$ cat src/rtl/nodeStatePkg.sv
package nodeStatePkg;

	// memory geometry
	localparam int memDepth = 2048;
	localparam int byteWidth = 8;
	localparam int wordWidth = 16;

	// table sizes
	localparam int maxNeighbors = 64;
	localparam int maxBetter = 8;

	// byte address into the node memory
	typedef logic [$clog2(memDepth)-1:0] memAddrT;

	// one big-endian state word
	typedef logic [wordWidth-1:0] stateWordT;

	// node and cluster identifiers share one width
	typedef logic [wordWidth-1:0] nodeIdT;

	// unsigned fixed point, same layout as the stored qValue words
	typedef logic [wordWidth-1:0] qValueT;

	// index wide enough to hold the full count, not only the last slot
	typedef logic [$clog2(maxNeighbors+1)-1:0] entryIndexT;
	typedef logic [$clog2(maxBetter+1)-1:0] betterIndexT;

	// word tables, two bytes per entry
	localparam memAddrT neighborIdBase = 11'h048;
	localparam memAddrT clusterIdBase = 11'h0C8;
	localparam memAddrT qValueBase = 11'h1C8;
	localparam memAddrT betterNeighborBase = 11'h668;

	// single count words
	localparam memAddrT neighborCountAddr = 11'h68A;
	localparam memAddrT betterCountAddr = 11'h68C;

	// scanner sequence, one memory access per state except idle and finish
	typedef enum logic [2:0] {
		idle,
		readCount,
		readId,
		readCluster,
		readQ,
		writeBetter,
		writeCount,
		finish
	} scanStateT;

endpackage

$ cat src/rtl/memPortIf.sv
`timescale 1ns/10ps

// single word-wide port, combinational read and clocked write
interface memPortIf;

	nodeStatePkg::memAddrT address;
	logic writeEnable;
	nodeStatePkg::stateWordT writeData;
	nodeStatePkg::stateWordT readData;

	// side that issues accesses
	modport requester (
		output address,
		output writeEnable,
		output writeData,
		input readData
	);

	// side that holds the storage
	modport memory (
		input address,
		input writeEnable,
		input writeData,
		output readData
	);

endinterface

$ cat src/rtl/clusterScanner.sv
`timescale 1ns/10ps

// one pass over the neighbor table
// collects same-cluster neighbors that beat our own qValue and tracks
// the best neighbor over all clusters
module clusterScanner (
	input logic clock,
	input logic arstN,

	// host access, only honoured outside a scan
	input nodeStatePkg::memAddrT hostAddress,
	input logic hostWriteEnable,
	input nodeStatePkg::stateWordT hostWriteData,
	output nodeStatePkg::stateWordT hostReadData,

	// scan control
	input logic start,
	input nodeStatePkg::nodeIdT myClusterId,
	input nodeStatePkg::qValueT myQValue,
	output logic busy,
	output logic done,

	// scan results
	output nodeStatePkg::stateWordT betterCount,
	output nodeStatePkg::nodeIdT bestNeighborId,
	output nodeStatePkg::qValueT bestQValue,

	memPortIf.requester mem
);

	nodeStatePkg::scanStateT state;

	// walk position and table length
	nodeStatePkg::entryIndexT entryIndex;
	nodeStatePkg::entryIndexT entryCount;
	logic lastEntry;

	// next free betterneighbors slot, also the final count
	nodeStatePkg::betterIndexT betterIndex;

	// values captured at start
	nodeStatePkg::nodeIdT scanClusterId;
	nodeStatePkg::qValueT scanQValue;

	// entry being looked at
	nodeStatePkg::nodeIdT currentId;
	nodeStatePkg::nodeIdT currentCluster;
	nodeStatePkg::qValueT currentQ;

	logic newBest;
	logic qualifies;

	// byte address of word number index in a table
	function automatic nodeStatePkg::memAddrT entryAddr(
		input nodeStatePkg::memAddrT base,
		input nodeStatePkg::entryIndexT index
	);
		nodeStatePkg::memAddrT offset;
		offset = nodeStatePkg::memAddrT'({index, 1'b0});
		return base + offset;
	endfunction

	assign busy = (state != nodeStatePkg::idle) && (state != nodeStatePkg::finish);
	assign done = (state == nodeStatePkg::finish);

	// qValue word is on the bus during readQ
	assign currentQ = mem.readData;

	assign lastEntry = (nodeStatePkg::entryIndexT'(entryIndex + 1'b1) == entryCount);

	// first entry always taken, later ones only when strictly higher
	assign newBest = (entryIndex == '0) || (currentQ > bestQValue);

	// own cluster, better than us, and room left in the list
	assign qualifies = (currentCluster == scanClusterId) &&
		(currentQ > scanQValue) &&
		(betterIndex < nodeStatePkg::betterIndexT'(nodeStatePkg::maxBetter));

	// host sees whatever word is on the bus
	// during a scan that is the scanner's current access
	assign hostReadData = mem.readData;

	// memory port mux
	always_comb begin
		mem.address = hostAddress;
		mem.writeEnable = 1'b0;
		mem.writeData = hostWriteData;
		case (state)
			// busy is low here, host owns the port
			nodeStatePkg::idle,
			nodeStatePkg::finish: begin
				mem.writeEnable = hostWriteEnable;
			end
			nodeStatePkg::readCount: begin
				mem.address = nodeStatePkg::neighborCountAddr;
			end
			nodeStatePkg::readId: begin
				mem.address = entryAddr(nodeStatePkg::neighborIdBase, entryIndex);
			end
			nodeStatePkg::readCluster: begin
				mem.address = entryAddr(nodeStatePkg::clusterIdBase, entryIndex);
			end
			nodeStatePkg::readQ: begin
				mem.address = entryAddr(nodeStatePkg::qValueBase, entryIndex);
			end
			nodeStatePkg::writeBetter: begin
				mem.address = entryAddr(nodeStatePkg::betterNeighborBase,
					nodeStatePkg::entryIndexT'(betterIndex));
				mem.writeEnable = 1'b1;
				mem.writeData = currentId;
			end
			nodeStatePkg::writeCount: begin
				mem.address = nodeStatePkg::betterCountAddr;
				mem.writeEnable = 1'b1;
				mem.writeData = nodeStatePkg::stateWordT'(betterIndex);
			end
			default: begin
				mem.writeEnable = 1'b0;
			end
		endcase
	end

	// control state and results
	always_ff @(posedge clock or negedge arstN) begin
		if (!arstN) begin
			state <= nodeStatePkg::idle;
			entryIndex <= '0;
			entryCount <= '0;
			betterIndex <= '0;
			betterCount <= '0;
			bestNeighborId <= '0;
			bestQValue <= '0;
		end else begin
			case (state)
				nodeStatePkg::idle: begin
					if (start) begin
						// results restart from zero
						entryIndex <= '0;
						betterIndex <= '0;
						betterCount <= '0;
						bestNeighborId <= '0;
						bestQValue <= '0;
						state <= nodeStatePkg::readCount;
					end
				end
				nodeStatePkg::readCount: begin
					// clamp to table size
					if (mem.readData > nodeStatePkg::stateWordT'(nodeStatePkg::maxNeighbors)) begin
						entryCount <= nodeStatePkg::entryIndexT'(nodeStatePkg::maxNeighbors);
					end else begin
						entryCount <= nodeStatePkg::entryIndexT'(mem.readData);
					end
					if (mem.readData == '0) begin
						state <= nodeStatePkg::writeCount;
					end else begin
						state <= nodeStatePkg::readId;
					end
				end
				nodeStatePkg::readId: begin
					state <= nodeStatePkg::readCluster;
				end
				nodeStatePkg::readCluster: begin
					state <= nodeStatePkg::readQ;
				end
				nodeStatePkg::readQ: begin
					if (newBest) begin
						bestNeighborId <= currentId;
						bestQValue <= currentQ;
					end
					if (qualifies) begin
						state <= nodeStatePkg::writeBetter;
					end else if (lastEntry) begin
						state <= nodeStatePkg::writeCount;
					end else begin
						entryIndex <= entryIndex + 1'b1;
						state <= nodeStatePkg::readId;
					end
				end
				nodeStatePkg::writeBetter: begin
					betterIndex <= betterIndex + 1'b1;
					if (lastEntry) begin
						state <= nodeStatePkg::writeCount;
					end else begin
						entryIndex <= entryIndex + 1'b1;
						state <= nodeStatePkg::readId;
					end
				end
				nodeStatePkg::writeCount: begin
					betterCount <= nodeStatePkg::stateWordT'(betterIndex);
					state <= nodeStatePkg::finish;
				end
				nodeStatePkg::finish: begin
					// done shows for this one cycle
					state <= nodeStatePkg::idle;
				end
				default: begin
					state <= nodeStatePkg::idle;
				end
			endcase
		end
	end

	// captured words, no reset needed
	always_ff @(posedge clock) begin
		if (state == nodeStatePkg::idle && start) begin
			scanClusterId <= myClusterId;
			scanQValue <= myQValue;
		end
		if (state == nodeStatePkg::readId) begin
			currentId <= mem.readData;
		end
		if (state == nodeStatePkg::readCluster) begin
			currentCluster <= mem.readData;
		end
	end

endmodule

$ cat src/flat_wrapper.sv
// flat-port wrapper written by rule: the top's interface ports become plain ports
module clusterScanner_flat 
  (clock, arstN, hostAddress, hostWriteEnable, hostWriteData, hostReadData, start, myClusterId, myQValue, busy, done, betterCount, bestNeighborId, bestQValue, mem_address, mem_writeEnable, mem_writeData, mem_readData);
  memPortIf mem_i ();
  input logic clock;
  input logic arstN;
  input nodeStatePkg::memAddrT hostAddress;
  input logic hostWriteEnable;
  input nodeStatePkg::stateWordT hostWriteData;
  output nodeStatePkg::stateWordT hostReadData;
  input logic start;
  input nodeStatePkg::nodeIdT myClusterId;
  input nodeStatePkg::qValueT myQValue;
  output logic busy;
  output logic done;
  output nodeStatePkg::stateWordT betterCount;
  output nodeStatePkg::nodeIdT bestNeighborId;
  output nodeStatePkg::qValueT bestQValue;
  output wire logic [$bits(mem_i.address)-1:0] mem_address;
  output wire logic [$bits(mem_i.writeEnable)-1:0] mem_writeEnable;
  output wire logic [$bits(mem_i.writeData)-1:0] mem_writeData;
  input wire logic [$bits(mem_i.readData)-1:0] mem_readData;
  assign mem_address = mem_i.address;
  assign mem_writeEnable = mem_i.writeEnable;
  assign mem_writeData = mem_i.writeData;
  assign mem_i.readData = mem_readData;
  clusterScanner u_core (.clock(clock), .arstN(arstN), .hostAddress(hostAddress), .hostWriteEnable(hostWriteEnable), .hostWriteData(hostWriteData), .hostReadData(hostReadData), .start(start), .myClusterId(myClusterId), .myQValue(myQValue), .busy(busy), .done(done), .betterCount(betterCount), .bestNeighborId(bestNeighborId), .bestQValue(bestQValue), .mem(mem_i));
endmodule
$ cat config.mk
export PLATFORM = sky130hd
export DESIGN_NAME = clusterScanner_flat
export DESIGN_NICKNAME = d
export VERILOG_FILES = /design/src/rtl/nodeStatePkg.sv /design/src/rtl/memPortIf.sv /design/src/rtl/clusterScanner.sv /design/src/flat_wrapper.sv
export SDC_FILE = /design/constraint.sdc
export NUM_CORES = 1
export LEC_CHECK = 0
export ABC_AREA = 1
export BUFFER_PORTS_ARGS = -buffer_cell sky130_fd_sc_hd__buf_4
export CELL_PAD_IN_SITES_DETAIL_PLACEMENT = 1
export CELL_PAD_IN_SITES_GLOBAL_PLACEMENT = 1
export CORE_UTILIZATION = 39
export DETAILED_ROUTE_END_ITERATION = 12
export HOLD_SLACK_MARGIN = 0.15
export PLACE_DENSITY = 0.91
export SLEW_MARGIN = 10
export SYNTH_ARGS = -nofsm -noshare
export SYNTH_HDL_FRONTEND = slang
export SYNTH_SLANG_ARGS = --single-unit
$ cat constraint.sdc
create_clock -name clock -period 3.5 [get_ports clock]
set_clock_uncertainty 0.05 [all_clocks]
set_input_delay 0 -clock clock [delete_from_list [all_inputs] [get_ports clock]]
set_output_delay 0 -clock clock [all_outputs]
set_load 0.1 [all_outputs]
==> results.yml <==
synthesis:
  synth_compound_area_share_pct: 4.85
  syn_area_sq_mm: 0.00675
  synth_area_leaders: "edfxtp_1, dfrtp_1, nand2_1, ha_1, inv_1"
  synth_adder_area_share_pct: 7.22
  synthMuxAreaShare_pct: 0
  yosys.area.top_type_share_pct: 28.5
  synth_cells: 794
  synth-simple-area-share_pct: 24.5
  synth_top_family_by_area: "simple AND/OR/NAND/NOR gates"
  ys_warn_count: 0
  synth_area_per_cell_sq_um: 8.51
  synth-xor-area-share_pct: 2.41
  seq_area_frac_synth_pct: 49.6
  synthDistinctLibCells: 38
  synth_area_leader_cell: "edfxtp_1"
  ys_ff_latch: 121
routing:
  postRouteAntennaNets: 0
  route.detailed.drc: 0
  post_drt_wl_per_cell_microns: 21.2
  via_per_inst: 5.30
  routed_wl_microns: 26000
  dr_total_vias: 6501
  dr.pass1.iters: 5
  drt_iter0_markers: 562
die:
  die_area_sq_mm: 0.0178
  initial_core_util_pct: 40.3
  core_sq_mm: 0.0168
  io_pins: 173
  row_count: 47
  die_w_microns: 134
  fp.dieH_microns: 134
clock_network:
  cts-resized-gates: 0
  cts_hold_buf: 50
  htreeDepth: 4
  cts_setup_buffers: 0
  cts-root-buf: "clkbuf_16"
  cts_buffers: 17
  clkTransAtPathRegs_ps: 60
  clk-insertion-delay-late_ps: 430
  cts_sinks: 121
  cts_tree: "built"
  cts_buffer_depth: 2
grt:
  grt_pass1_vias: 6920
  grtUsageTotal_pct: 29.8
  antenna_found_initial: 0
  grt.overflow.total: 0
  grt_start_max_net_pins: 58
  grt_first_pass_wirelength_microns: 39300
placed_design:
  port_buffers: 160
  hpwl_microns: 15500
  dpl_cell_area_sq_mm: 0.00802
  dpl.cell_count: 1144
  routabilityCongestion: 0.849
layout:
  final_area_sq_mm: 0.00912
  drive_above_1_share_pct: 21.4
  fillerInstances: 1979
  syn_to_final_growth_pct: 35.1
  diodes: 0
  final_cells: 1226
  nets: 1111
sta:
  layout_min_cycle_time_ps: 3260
  finalSetupViolCount: 0
  drv_slew: 0
  relSlewSlack_pct: 23.9
  setup_tns_ps: 0
  period_share_pct: 93.2
  max_slew.worst_pin.slew_ps: 1140
  fmax_ghz: 0.306
  finalHoldViolCount: 0
  rsz0062_at_grt: "no"
pwr:
  p_leak_nw: 4.66
  p_sw_mw: 5.26
  power_frac_comb_pct: 55.9
  seqPwrFrac_pct: 24.2
  intPower_mw: 4.15
  clockPowerShare_pct: 20.0
  cellPowerDensity_mw_per_mm2: 1030
  power_mw: 9.42
  power_switching_share_pct: 55.9
  irDropWorstVdd_mv: 0.555
worst_setup_path:
  critical_path_class: "flop to flop"
  reg2reg_depth: 14
  worstPathArrival_ps: 3570
  cp.required_ps: 3800
  worst_setup_path_start_kind: "flop"
  worst-path-max-fanout: 32
  critPathCaptureType: "flop"
run:
  drv_cap: 0
min_path:
  min_path_type: "input pin to async pin"
outcome:
  status: "completed"
cells in the mapped netlist:
cell	instances
edfxtp_1	64
xnor3_1	1
o21ai_0	22
xor2_1	7
a22oi_1	2
xnor2_1	9
o21a_1	2
buf_2	7
a21oi_1	17
nand2_1	217
nor2_1	71
nor3_1	3
nand2_2	3
nor2_4	1
nand3_2	1
o21ai_1	3
conb_1	1
nor2_2	6
nand2_4	1
inv_2	5
inv_1	119
nor4_1	2
ha_1	39
a21o_1	2
o211ai_1	5
o311ai_0	1
o2111ai_1	2
buf_6	1
dfrtp_1	57
a41oi_1	1
nand3_4	1
clkbuf_1	6
nand4_1	15
clkinv_1	1
nand3_1	66
buf_4	31
nand3b_1	1
or2_2	1
cells in the final DEF (no fill, tap or decap), drive strengths merged, types with 2 or more instances in the layout:
master,instances
nor4,2
o21ai,25
o2111ai,2
xnor2,9
clkbuf,21
nor2,78
conb,12
clkinv,7
nand3,68
nand4,15
a22oi,2
nor3,3
xor2,7
edfxtp,64
a21oi,17
ha,39
a21o,2
o21a,2
nand2,221
o211ai,5
dfrtp,57
dlygate4sd3,50
bufinv,3
buf,164
inv,125
layer usage:
metal / vias to the layer above / global-route usage, % / routed length [microns]
met2: 327 / 51.9 / 13100
li1: 2912 / - / -
met3: 99 / 7.34 / 1680
met4: 0 / 16.5 / 1270
met1: 3163 / 33.2 / 9900
met5: - / 0 / 0
final cells by class:
cell class	count	area [sq um]	share of cell area, %
multi-input cells	514	2690	29.5
flip-flops and latches	121	3350	36.7
clock buffers	21	460	5.05
well taps	220	275	3.02
repair buffers	214	1730	19.0
inverters	125	469	5.14
clock inverters	11	145	1.59
sequential cells by signal, indices dropped and copies added, names as in the netlist:
| signal | cells |
|---|---|
| u_core.bestQValue | 16 |
| u_core.betterIndex | 4 |
| u_core.scanClusterId | 16 |
| u_core.currentId | 16 |
| u_core.bestNeighborId | 16 |
| u_core.entryIndex | 7 |
| u_core.currentCluster | 16 |
| u_core.scanQValue | 16 |
| u_core.betterCount | 4 |
| u_core.state | 3 |
| u_core.entryCount | 7 |
cells by family (layout without fill, tap and decap cells):
kind of cell / after synthesis / count (layout)
buf+inv: 170 / 371
flops: 121 / 121
xor+xnor: 17 / 17
compound gates: 57 / 57
other cells: 1 / 12
fa+ha+maj: 39 / 39
simple gates: 389 / 389
through the flow:
step	hold slack, ps	utilization (%)	worst slack (ps)
floorplan	-346	-	226
global placement	71.2	47.8	819
detailed placement	80.9	47.8	747
CTS	194	54.4	421
global route	227	54.4	167
finish	164	54.4	237
path summary, 6_finish.rpt:
kind / to / slack, ps / start
hold / removal: u_core.bestNeighborId[3]$_DFFE_PN0P_ / 160 / arstN
setup / recovery: u_core.bestQValue[9]$_DFFE_PN0P_ / 240 / u_core.bestQValue[7]$_DFFE_PN0P_
hold reg to reg: u_core.bestNeighborId[13]$_DFFE_PN0P_ / 460 / u_core.bestNeighborId[13]$_DFFE_PN0P_
min in group clock: u_core.scanQValue[1]$_DFFE_PP_ / 240 / myQValue[1]
max in group asynchronous: u_core.entryCount[4]$_DFFE_PN0P_ / 2700 / arstN
setup reg to reg: u_core.bestQValue[9]$_DFFE_PN0P_ / 240 / u_core.bestQValue[7]$_DFFE_PN0P_
critical path: stages (launching register included):
cell and delay, ps:
dfrtp_1 480, inv_1 130, ha_1 350, nand2_1 100
nor2_1 290, nand2_1 120, nand2_1 120, nand2_1 70
nand2_1 70, nand2_1 50, nand2_1 50, nand2_1 70
nand2_1 850, nand2_1 250, nand2_1 160
power by group through the flow:
stage | Combinational [mW] | Sequential, mW | Clock [mW]
floorplan | 2.66 | 3.46 | 0
global placement | 4.97 | 2.22 | 0
detailed placement | 5.06 | 2.25 | 0
CTS | 5.18 | 2.24 | 1.83
global route | 5.48 | 2.30 | 1.94
finish | 5.26 | 2.28 | 1.88
Power figures use the tool's default switching activity.
